--- config.mk ---
export PLATFORM = sky130hd
export DESIGN_NAME = result_arbiter_flat
export DESIGN_NICKNAME = d
export VERILOG_FILES = /design/src/logic/exec_pkg.sv /design/src/logic/result_if.sv /design/src/logic/result_arbiter.sv /design/src/flat_wrapper.sv
export SDC_FILE = /design/constraint.sdc
export NUM_CORES = 1
export LEC_CHECK = 0
export BUFFER_PORTS_ARGS = -buffer_cell sky130_fd_sc_hd__buf_2
export CAP_MARGIN = 30
export CORE_AREA = 4 4 87 89
export DETAILED_ROUTE_END_ITERATION = 10
export DIE_AREA = 0 0 91 93
export PLACE_DENSITY = 0.59
export SYNTH_ARGS = -nofsm -noshare
export SYNTH_HDL_FRONTEND = slang
export SYNTH_SLANG_ARGS = --single-unit
--- constraint.sdc ---
create_clock -name clk -period 1.9 [get_ports clk]
set_clock_uncertainty 0.1 [all_clocks]
set_input_delay 0.38 -clock clk [delete_from_list [all_inputs] [get_ports clk]]
set_output_delay 0.38 -clock clk [all_outputs]
set_load 0.05 [all_outputs]
--- src/logic/exec_pkg.sv ---
package exec_pkg;

  // General-register value or memory address
  typedef logic [63:0] word_t;

  // Destination entry in the reorder buffer
  typedef logic [4:0] rob_idx_t;

  typedef enum logic [3:0] {
    FU_OP_PLUS,
    FU_OP_MINUS,
    FU_OP_ORN,
    FU_OP_OR,
    FU_OP_EOR,
    FU_OP_AND,
    FU_OP_CSNEG,
    FU_OP_CSINC,
    FU_OP_CSINV,
    FU_OP_CSEL,
    FU_OP_MOV,
    FU_OP_LDUR,
    FU_OP_STUR
  } fu_op_t;

  // ARM encoding order, so bit 0 inverts the base relation
  typedef enum logic [3:0] {
    EQ,
    NE,
    CS,
    CC,
    MI,
    PL,
    VS,
    VC,
    HI,
    LS,
    GE,
    LT,
    GT,
    LE,
    AL,
    NV
  } cond_t;

  typedef struct packed {
    logic n;
    logic z;
    logic c;
    logic v;
  } nzcv_t;

endpackage

--- src/logic/result_if.sv ---
interface result_if
  import exec_pkg::*;
();

  logic     valid;
  logic     ready;
  rob_idx_t rob_index;
  word_t    value;
  logic     set_nzcv;
  nzcv_t    nzcv;

  // Producer of a completed micro-op
  modport source (
    output valid,
    output rob_index,
    output value,
    output set_nzcv,
    output nzcv,
    input  ready
  );

  // Consumer, the arbiter or the ROB
  modport sink (
    input  valid,
    input  rob_index,
    input  value,
    input  set_nzcv,
    input  nzcv,
    output ready
  );

endinterface

--- src/logic/result_arbiter.sv ---
module result_arbiter (
  input  logic clk,
  input  logic reset,
  result_if.sink   alu_res,
  result_if.sink   ls_res,
  result_if.source rob_res
);

  // Priority pointer, high when load-store goes first on a tie
  logic prio_ls;

  // Grant kept while the ROB stalls, so the payload stays steady
  logic hold_valid;
  logic hold_ls;

  logic grant_ls;
  logic grant_alu;

  always_comb begin
    if (hold_valid) begin
      grant_ls = hold_ls;
    end else begin
      grant_ls = ls_res.valid & (~alu_res.valid | prio_ls);
    end
    grant_alu = alu_res.valid & ~grant_ls;
  end

  assign rob_res.valid     = alu_res.valid | ls_res.valid;
  assign rob_res.rob_index = grant_ls ? ls_res.rob_index : alu_res.rob_index;
  assign rob_res.value     = grant_ls ? ls_res.value : alu_res.value;
  assign rob_res.set_nzcv  = grant_ls ? ls_res.set_nzcv : alu_res.set_nzcv;
  assign rob_res.nzcv      = grant_ls ? ls_res.nzcv : alu_res.nzcv;

  assign alu_res.ready = rob_res.ready & grant_alu;
  assign ls_res.ready  = rob_res.ready & grant_ls;

  always_ff @(posedge clk) begin
    if (reset) begin
      prio_ls    <= 1'b0;
      hold_valid <= 1'b0;
      hold_ls    <= 1'b0;
    end else begin
      hold_valid <= rob_res.valid & ~rob_res.ready;
      hold_ls    <= grant_ls;
      // Served side drops to the back
      if (rob_res.valid && rob_res.ready) begin
        prio_ls <= grant_alu;
      end
    end
  end

endmodule

--- src/flat_wrapper.sv ---
// flat-port wrapper written by rule: the top's interface ports become plain ports
module result_arbiter_flat 
  (clk, reset, alu_res_valid, alu_res_rob_index, alu_res_value, alu_res_set_nzcv, alu_res_nzcv, alu_res_ready, ls_res_valid, ls_res_rob_index, ls_res_value, ls_res_set_nzcv, ls_res_nzcv, ls_res_ready, rob_res_valid, rob_res_rob_index, rob_res_value, rob_res_set_nzcv, rob_res_nzcv, rob_res_ready);
  result_if alu_res_i ();
  result_if ls_res_i ();
  result_if rob_res_i ();
  input  logic clk;
  input  logic reset;
  input wire logic [$bits(alu_res_i.valid)-1:0] alu_res_valid;
  input wire logic [$bits(alu_res_i.rob_index)-1:0] alu_res_rob_index;
  input wire logic [$bits(alu_res_i.value)-1:0] alu_res_value;
  input wire logic [$bits(alu_res_i.set_nzcv)-1:0] alu_res_set_nzcv;
  input wire logic [$bits(alu_res_i.nzcv)-1:0] alu_res_nzcv;
  output wire logic [$bits(alu_res_i.ready)-1:0] alu_res_ready;
  input wire logic [$bits(ls_res_i.valid)-1:0] ls_res_valid;
  input wire logic [$bits(ls_res_i.rob_index)-1:0] ls_res_rob_index;
  input wire logic [$bits(ls_res_i.value)-1:0] ls_res_value;
  input wire logic [$bits(ls_res_i.set_nzcv)-1:0] ls_res_set_nzcv;
  input wire logic [$bits(ls_res_i.nzcv)-1:0] ls_res_nzcv;
  output wire logic [$bits(ls_res_i.ready)-1:0] ls_res_ready;
  output wire logic [$bits(rob_res_i.valid)-1:0] rob_res_valid;
  output wire logic [$bits(rob_res_i.rob_index)-1:0] rob_res_rob_index;
  output wire logic [$bits(rob_res_i.value)-1:0] rob_res_value;
  output wire logic [$bits(rob_res_i.set_nzcv)-1:0] rob_res_set_nzcv;
  output wire logic [$bits(rob_res_i.nzcv)-1:0] rob_res_nzcv;
  input wire logic [$bits(rob_res_i.ready)-1:0] rob_res_ready;
  assign alu_res_i.valid = alu_res_valid;
  assign alu_res_i.rob_index = alu_res_rob_index;
  assign alu_res_i.value = alu_res_value;
  assign alu_res_i.set_nzcv = alu_res_set_nzcv;
  assign alu_res_i.nzcv = alu_res_nzcv;
  assign alu_res_ready = alu_res_i.ready;
  assign ls_res_i.valid = ls_res_valid;
  assign ls_res_i.rob_index = ls_res_rob_index;
  assign ls_res_i.value = ls_res_value;
  assign ls_res_i.set_nzcv = ls_res_set_nzcv;
  assign ls_res_i.nzcv = ls_res_nzcv;
  assign ls_res_ready = ls_res_i.ready;
  assign rob_res_valid = rob_res_i.valid;
  assign rob_res_rob_index = rob_res_i.rob_index;
  assign rob_res_value = rob_res_i.value;
  assign rob_res_set_nzcv = rob_res_i.set_nzcv;
  assign rob_res_nzcv = rob_res_i.nzcv;
  assign rob_res_i.ready = rob_res_ready;
  result_arbiter u_core (.clk(clk), .reset(reset), .alu_res(alu_res_i), .ls_res(ls_res_i), .rob_res(rob_res_i));
endmodule
Word-level counts from Yosys, hierarchy flattened
Index checks and enable logic that the tools add are counted. Widths: inputs -> output; s select.

Bits in read-only memories: 0. Register bits: 3. Bits in writable memories: 0. Memories kept: 0. Bits in latches: 0.

Equal/unequal tests: 0. $mul: 0. Div/mod/pow operators: 0. Bitwise logic cells: 10. Reductions and logical operators: 1. Shifts and indexed selects: 0. $add $sub $neg: 0. Magnitude comparators: 0. Muxes and demuxes: 5.

Operators with widths (number): $mux 64 (1); $and 1x1->1 (5); $mux 5 (1); $mux 4 (1); $not 1->1 (3); $mux 1 (2); $or 1x1->1 (2); $logic_and 1x1->1 (1).

Longest topological paths before layout
Gate-level depths: netlist of run 1.

Word-level depth: 7. Mapped depth: 5. Depth with buffers taken out: 3.

Least setup slack after synthesis of run 1
Ideal clock, no wire load.

Kind: input to output. Start: input alu_res_valid. End: output ls_res_ready. Required time: 1.420 ns. Slack: -0.028 ns. Cell stages on the path: 5. Arrival: 1.448 ns. Buffers on the path: 2. Cell sequence: nor2b_2 > o21ai_4 > buf_6 > buf_8 > and2_1.

Word-level cells in the longest chain between the ends: 5.

Ends and longest elaborated chain: start, declared (line flat_wrapper.sv:9) `input wire logic [$bits(alu_res_i.valid)-1:0] alu_res_valid;`; $not 1->1 (line result_arbiter.sv:23) `grant_ls = ls_res.valid & (~alu_res.valid | prio_ls);`; $or 1x1->1 (line result_arbiter.sv:23); $and 1x1->1 (line result_arbiter.sv:23); $mux 1 (line result_arbiter.sv:20) `if (hold_valid) begin`; $and 1x1->1 (line result_arbiter.sv:35) `assign ls_res.ready = rob_res.ready & grant_ls;`; end, declared (line flat_wrapper.sv:20) `output wire logic [$bits(ls_res_i.ready)-1:0] ls_res_ready;`.

No other way between the ends.

Worst setup path after layout of run 1
Start: register u_core.hold_valid. End: output rob_res_value[28].

Word-level cells in the longest chain between the ends: 2.

Ends and longest elaborated chain: start, declared (line result_arbiter.sv:13) `logic hold_valid;`; start signal, assigned (line result_arbiter.sv:43) `hold_valid <= rob_res.valid & ~rob_res.ready;`; $mux 1 (line result_arbiter.sv:20); $mux 64 (line result_arbiter.sv:30) `assign rob_res.value = grant_ls ? ls_res.value : alu_res.value;`; end, declared (line flat_wrapper.sv:23) `output wire logic [$bits(rob_res_i.value)-1:0] rob_res_value;`.

No other way between the ends.

==> results.cfg, run 1 <==
[global_routing]
grt_antenna_before_repair = 0
grt_start_max_net_pins = 21
track_usage_pct = 12.5
grt_remaining_overflow = 0
grt_pass1_wl_um = 8670
grt_pass1_vias = 1884

[logic_synthesis]
netlist_area_sq_um = 1240
synth_area_per_cell_sq_um = 12.6
yosysWarnings = 0
yosysSeqAreaShare_pct = 4.82
postSynthCellCount = 99
synth_nets = 252
synth_cell_types = 20
ys_ff_latch = 3

[placement]
port_buffers = 229
hpwl_um = 4930
place_congestion = 0.711

[sta]
holdWs_ns = 0.265
fin_crit_ns = 2.20
setup_viol = 75
grt_setup_unrepaired = yes
worst_pin_slew_ns = 0.260
hold_violations = 0
fmax_mhz = 455
worst_slack_ns = -0.299
post-route-period-util_pct = 116
max-slew-margin-rel_pct = 82.8
drv_slew = 0

[cells_and_area]
fin_nets = 500
syn_to_final_growth_pct = 182
diodes = 0
final_core_util_pct = 51.9
drive_above_1_share_pct = 96.5

[floorplan]
coreArea_sq_um = 6760
dieArea_sq_um = 8460
die_height_um = 93
die_w_um = 91
rows = 30
start_util_pct = 18.4
ios = 230

[worst_setup_path]
cp.required_ns = 1.42
crit_arrival_ns = 1.72
crit_type = reg2out
endpoint_kind = primary output
worstPathMaxFanout = 10
cp-start-kind = flop

[status]
status = finished with violations
failed_checks = negative setup slack

[routing]
viasPerCell = 4.33
wirelength_um = 7430
drt-initial-drc-count = 13
drt_first_pass_iters = 4
num_vias = 1844
drc = 0
ant_nets = 0
wl_per_cell_um = 17.4

[clock_tree]
clk_latency_ns = 0.21
cts_num_sinks = 3
clockBufferDepth = 2
cts.hold.buffers_added = 0
cts_buffers = 3
clk_pin_slew_worst_paths_ns = 0.03
htree_levels = 1
cts.root.buffer_cell = clkbuf_8
cts_tree = built

[power_and_ir_drop]
leakagePower_nw = 1.89
powerDensity_nw_per_um2 = 529
ir_worst_vdd_v = 0.000414

[run]
drv_cap = 0

[hold_path]
min_path_type = in2reg
layout make-up:
| class | count | area [sq um] |
|---|---|---|
| Clock buffer | 4 | 45.0 |
| Fill cell | 610 | 3250 |
| Inverter | 1 | 3.75 |
| Multi-Input combinational cell | 87 | 1170 |
| Sequential cell | 3 | 61.3 |
| Tap cell | 80 | 100 |
| Timing Repair Buffer | 251 | 2130 |
cells in the final DEF (no fill, tap or decap), types with 2 or more instances in the layout:
cell / count
buf_12: 4
buf_16: 2
buf_2: 154
buf_4: 3
buf_6: 51
buf_8: 30
clkbuf_16: 7
clkbuf_8: 3
dfxtp_1: 2
mux2_2: 11
mux2_4: 63
nand2_1: 2
layer usage:
metal	GRT usage, %	vias to the layer above	routed length (um)	part of all wire, %
met2	26.5	130	4260	57
met5	0	-	0	0
met1	11.8	842	2420	33
met4	2.01	0	16	0.22
li1	-	870	-	-
met3	3.46	2	727	9.8
repair_timing:
action / 4_1_cts / 5_1_grt
pin swaps: 1 / 1
endpoints found under the setup margin: 75 / 75
resized for setup: 96 / 135
gates cloned: 2 / 11
buffers inserted: 3 / 2
metrics by stage:
| stage | instance area (sq um) | setup TNS [ns] | total power [W] | std cells | setup WS, ns |
|---|---|---|---|---|---|
| after global placement | 2440 | -19.08 | 0.00122 | 404 | -0.304 |
| after CTS | 2850 | -20.51 | 0.00158 | 413 | -0.318 |
| final | 3510 | -19.42 | 0.00186 | 426 | -0.299 |
| after floorplan | 1250 | 0 | 0.000943 | 99 | 0.0232 |
| after global routing | 3510 | -23.29 | 0.00193 | 426 | -0.355 |
| after detailed placement | 2440 | -19.81 | 0.00122 | 404 | -0.305 |
where the power goes:
part           internal (W)  switching, W  leakage, nW  total [W]
sequential        0.0000674    0.00000182       0.0251  0.0000692
clock              0.000143     0.0000401       0.0228   0.000183
combinational      0.000770      0.000835         1.84    0.00160
total              0.000980      0.000877         1.89    0.00186
worst paths after layout:
check                         start                end  slack, ns  cells past startpoint
setup / recovery  u_core.hold_valid  rob_res_value[28]      -0.30                      6
hold / removal                reset     u_core.prio_ls       0.26                      2
hold reg to reg      u_core.prio_ls     u_core.prio_ls       0.49                      3
setup reg to reg  u_core.hold_valid     u_core.hold_ls       0.53                      6
state kept, by name (all words and copies together), names as in the netlist:
register           flops
u_core.hold_ls         1
u_core.hold_valid      1
u_core.prio_ls         1
Yosys cell counts:
cell      count  share of area [%]
buf_6         1               0.90
o21ai_4       1                1.3
mux2_4       38                 46
and2_1        1               0.50
o21ai_0       1               0.40
nor3b_1       1               0.60
mux2_2       36                 33
dfxtp_1       3                4.8
nand2b_4      1                1.1
or2_2         1               0.50
a21oi_1       1               0.40
nand2_1       2               0.60
nand4_1       1               0.50
buf_12        3                4.8
inv_1         1               0.30
nor2b_2       1               0.70
buf_4         3                1.8
nor2b_1       1               0.50
nand3b_1      1               0.60
buf_8         1                1.2
cells by family after synthesis:
logic type,synth area share (%)
compound gates,2.11
buf+inv,9.04
flops,4.82
mux,78.4
simple gates,5.63
critical path, stage by stage, from the launching register on:
cell	delay, ns
dfxtp_2	0.31
nand2b_4	0.14
o21ai_4	0.24
buf_6	0.18
buf_16	0.14
mux2_2	0.34
buf_6	0.15
Power figures use the tool's default switching activity.
==> run 2: changes to the inputs <==
Settings changed: REMOVE_ABC_BUFFERS set to 1.
==> results.cfg, run 2 (synthesized netlist as in run 1, its figures left out) <==
[power_and_ir_drop]
p_sw_w = 0.000860
netSwitchingFraction_pct = 48.0
ir_worst_vdd_v = 0.000229
powerDensity_nw_per_um2 = 535
power.clock.fraction_pct = 10.3
power_frac_comb_pct = 85.9
intPower_w = 0.000931
leakagePower_nw = 1.80
pwr-share-seq_pct = 3.9

[routing]
wl_per_cell_um = 16.4
viasPerCell = 4.26
wirelength_um = 6870
ant_nets = 0
num_vias = 1780
drt-initial-drc-count = 7
drc = 0
drt_first_pass_iters = 2

[clock_tree]
cts_tree = built
clk_latency_ns = 0.21
cts_num_sinks = 3
cts.root.buffer_cell = clkbuf_8
htree_levels = 1
clk_pin_slew_worst_paths_ns = 0.03
cts_buffers = 3
clockBufferDepth = 2

[run]
drv_cap = 0

[worst_setup_path]
worstPathMaxFanout = 8
crit_type = in2out
crit_arrival_ns = 1.70
endpoint_kind = primary output
cp-start-kind = primary input
cp.required_ns = 1.42

[cells_and_area]
multiInputGateArea_sq_um = 1150
seqCellArea_sq_um = 61.3
final_cell_mix = 154 x buf_2, 57 x mux2_4, 55 x buf_6
fillers = 594
diodes = 0
final_common_cell = buf_2
fin_nets = 492
reg_top3 = u_core.hold_ls x1, u_core.hold_valid x1, u_core.prio_ls x1
drive_above_1_share_pct = 96.4
syn_to_final_growth_pct = 169

[placement]
place_congestion = 0.699
hpwl_um = 4920
place_ws_ns = -0.311
port_buffers = 229

[sta]
setup_viol = 75
fmax_mhz = 458
grt_setup_unrepaired = yes
drv_slew = 0
hold_violations = 0
worst_slack_ns = -0.284
post-route-period-util_pct = 115
fin_crit_ns = 2.18
worst_pin_slew_ns = 0.251
max-slew-margin-rel_pct = 83.4
holdWs_ns = 0.257

[global_routing]
grt_pass1_wl_um = 9600
grt_remaining_overflow = 0
grt_antenna_before_repair = 0
grt_start_max_net_pins = 20
grt_pass1_vias = 2108
track_usage_pct = 13.7

[floorplan]
rows = 30
coreArea_sq_um = 6760
die_w_um = 91
die_height_um = 93
dieArea_sq_um = 8460
start_util_pct = 18.4
ios = 230

[status]
failed_checks = negative setup slack
status = finished with violations

[hold_path]
min_path_type = in2reg
## run 2: metrics by stage
stage	instances	total power [W]	cell area (sq um)	utilization, %	setup TNS (ns)
floorplan	91	0.000914	1140	-	-93.09
global placement	404	0.00121	2440	36.1	-17.44
detailed placement	404	0.00122	2440	36.1	-19.17
CTS	413	0.00169	3090	45.8	-18.60
global route	418	0.00186	3350	49.5	-23.02
finish	418	0.00179	3350	49.5	-19.18
## run 2: path summary, 6_finish.rpt
kind	startpoint	to	slack, ns	depth (start not counted)
hold reg to reg	u_core.prio_ls	u_core.prio_ls	0.50	3
setup / recovery	alu_res_valid	rob_res_value[9]	-0.28	7
setup reg to reg	u_core.hold_valid	u_core.hold_ls	0.63	5
hold / removal	reset	u_core.prio_ls	0.26	2
## run 2: final cells by class
| cell class | count | share of cell area [%] |
|---|---|---|
| inverter | 1 | 0.112 |
| tap | 80 | 2.99 |
| sequential | 3 | 1.83 |
| clock buffer | 4 | 1.35 |
| multi-input combinational | 87 | 34.2 |
| timing repair buffer | 243 | 59.5 |
## run 2: power groups by stage
stage	clock network (W)	registers [W]	logic [W]
2_1_floorplan	0	0.0000696	0.000844
3_3_place_gp	0	0.0000698	0.00114
3_5_place_dp	0	0.0000698	0.00115
4_1_cts	0.000189	0.0000689	0.00143
5_1_grt	0.000196	0.0000699	0.00159
6_report	0.000184	0.0000692	0.00154
## run 2: worst max-delay path: stages
cell       delay (ns)
buf_2            0.11
nor2b_2          0.16
o21ai_4          0.22
buf_12           0.20
clkbuf_16        0.17
mux2_4           0.31
buf_8            0.15
## run 2: repair_timing
item                                   4_1_cts  5_1_grt
setup endpoints to repair                   75       75
endpoints found under the hold margin        0        0
buffers inserted                             2        0
cloned                                       3        5
pin swaps                                    1        0
hold buffers                                 0        0
gates resized for setup                    157       39
## run 2: routing by layer
layer  global-route usage, %  vias to the layer above  part of all wire, %
met5                       0                        -                    0
met4                    3.89                        0                  1.5
met3                    3.38                       10                  9.5
met2                    27.4                      137                   56
met1                    14.0                      783                   33
li1                        -                      850                    -
==> run 3: changes to the inputs <==
Settings changed: GPL_TIMING_DRIVEN set to 0, MAX_ROUTING_LAYER set to met4.
==> results.cfg, run 3 (synthesized netlist as in run 1, its figures left out) <==
[floorplan]
start_util_pct = 18.4
dieArea_sq_um = 8460
ios = 230
coreArea_sq_um = 6760
die_height_um = 93
rows = 30
die_w_um = 91

[global_routing]
track_usage_pct = 13.9
grt.met3_usage_pct = 1.93
grt_pass1_wl_um = 9490
grt_remaining_overflow = 0
met2_usage_pct = 28.4
grt_antenna_before_repair = 0
grt_use_met1_pct = 14.1
grt_start_max_net_pins = 17
grt-busiest-layer = met2
grt_pass1_vias = 2012

[sta]
grt_setup_unrepaired = yes
worst_slack_ns = -0.256
hold_violations = 0
setup_viol = 75
fmax_mhz = 464
fin_crit_ns = 2.16
post-route-period-util_pct = 113
max-slew-margin-rel_pct = 83.3
drv_slew = 0
worst_pin_slew_ns = 0.253

[routing]
wl_per_cell_um = 15.7
viasPerCell = 4.23
drc = 0
ant_nets = 0
wirelength_um = 6540
drt-initial-drc-count = 16
num_vias = 1759
drt_first_pass_iters = 4

[worst_setup_path]
path_buf_inv = 3
endpoint_kind = primary output
cp_slowest_cell = mux2_2
cp-start-kind = flop
crit_arrival_ns = 1.68
cp.required_ns = 1.42
worstPathMaxFanout = 16
cpLargestDelayFamily = buffers and inverters
crit_path_max_incr_delay_ns = 0.36
path_cells = nand2b_4 -> o21ai_4 -> buf_12 -> buf_16 -> mux2_2 -> buf_6
ff2ff_setup_slack_ns = 0.65
crit_type = reg2out

[power_and_ir_drop]
power.clock.fraction_pct = 10.2
leakagePower_nw = 1.75
intPower_w = 0.000906
power_frac_comb_pct = 85.7
netSwitchingFraction_pct = 48.3
p_sw_w = 0.000847
ir_worst_vdd_v = 0.000255
powerDensity_nw_per_um2 = 535
pwr-share-seq_pct = 4.0

[cells_and_area]
final_common_cell = buf_2
fillers = 605
final_area_sq_um = 3270
syn_to_final_growth_pct = 163
fin_nets = 490
diodes = 0
final_cell_mix = 154 x buf_2, 56 x buf_6, 51 x mux2_4
final_core_util_pct = 48.4
drive_above_1_share_pct = 97.0
reg_top3 = u_core.hold_ls x1, u_core.hold_valid x1, u_core.prio_ls x1

[clock_tree]
cts_tree = built
cts_buffers = 3
clockBufferDepth = 2
cts.root.buffer_cell = clkbuf_8
cts.hold.buffers_added = 0
clk_pin_slew_worst_paths_ns = 0.03
htree_levels = 1
cts_num_sinks = 3
clk_latency_ns = 0.21

[placement]
hpwl_um = 4870
place_area_sq_um = 2420
port_buffers = 229
place_congestion = 0.683

[status]
failed_checks = negative setup slack
status = finished with violations

[hold_path]
min_path_type = in2reg

[run]
drv_cap = 0
run 3: cell types whose count changed in the layout (fill, tap and decap cells not counted), moves of 2 or more:
cell	delta
buf_8	-2
mux2_4	-6
clkbuf_16	-2
mux2_2	+6
run 3: worst paths after layout:
kind	end	cells after the start	from
worst max-delay path	rob_res_value[22]	6	u_core.hold_valid
worst min-delay path	u_core.prio_ls	2	reset
worst max register to register	u_core.hold_ls	5	u_core.prio_ls
worst min register to register	u_core.prio_ls	2	u_core.prio_ls
run 3: worst register-to-register path: stages, from the launching register on:
cell and delay, ns:
dfxtp_2 0.33, nor2b_4 0.18, o21ai_4 0.09, buf_12 0.16, clkbuf_16 0.17, nor2b_1 0.12
run 3: power groups by stage:
| stage | registers [W] | logic [W] | clock network, W |
|---|---|---|---|
| finish | 0.0000706 | 0.00150 | 0.000180 |
| global route | 0.0000710 | 0.00156 | 0.000189 |
| CTS | 0.0000706 | 0.00146 | 0.000185 |
| global placement | 0.0000699 | 0.00114 | 0 |
| floorplan | 0.0000696 | 0.000844 | 0 |
| detailed placement | 0.0000700 | 0.00115 | 0 |
run 3: through the flow:
| stage | power, W | hold slack [ns] | TNS [ns] | setup slack [ns] | std cells |
|---|---|---|---|---|---|
| floorplan | 0.000914 | 0.349 | -93.09 | -1.28 | 91 |
| global placement | 0.00121 | 0.374 | -140.52 | -1.93 | 400 |
| detailed placement | 0.00122 | 0.388 | -53.51 | -0.826 | 402 |
| CTS | 0.00171 | 0.256 | -16.60 | -0.263 | 415 |
| global route | 0.00182 | 0.257 | -19.51 | -0.308 | 416 |
| finish | 0.00175 | 0.255 | -15.97 | -0.256 | 416 |
run 3: routing by layer:
layer  routed length (um)  share of wire [%]  vias to the layer above
met4                   43               0.66                        0
li1                     -                  -                      847
met2                 3650                 56                      130
met3                  573                8.8                        4
met5                    0                  0                        -
met1                 2270                 35                      778
run 3: layout make-up:
| class | instances | area (sq um) | area share [%] |
|---|---|---|---|
| Multi-Input combinational cell | 88 | 1150 | 35.1 |
| Timing Repair Buffer | 240 | 1910 | 58.5 |
| Sequential cell | 3 | 62.6 | 1.91 |
| Tap cell | 80 | 100 | 3.06 |
| Inverter | 1 | 3.75 | 0.115 |
| Clock buffer | 4 | 45.0 | 1.38 |
run 3: repair_timing:
item | CTS | global route
endpoints found under the setup margin | 75 | 75
cloned | 4 | 1
pin swaps | 2 | 1
resized for setup | 173 | 23
buffers inserted | 5 | 0
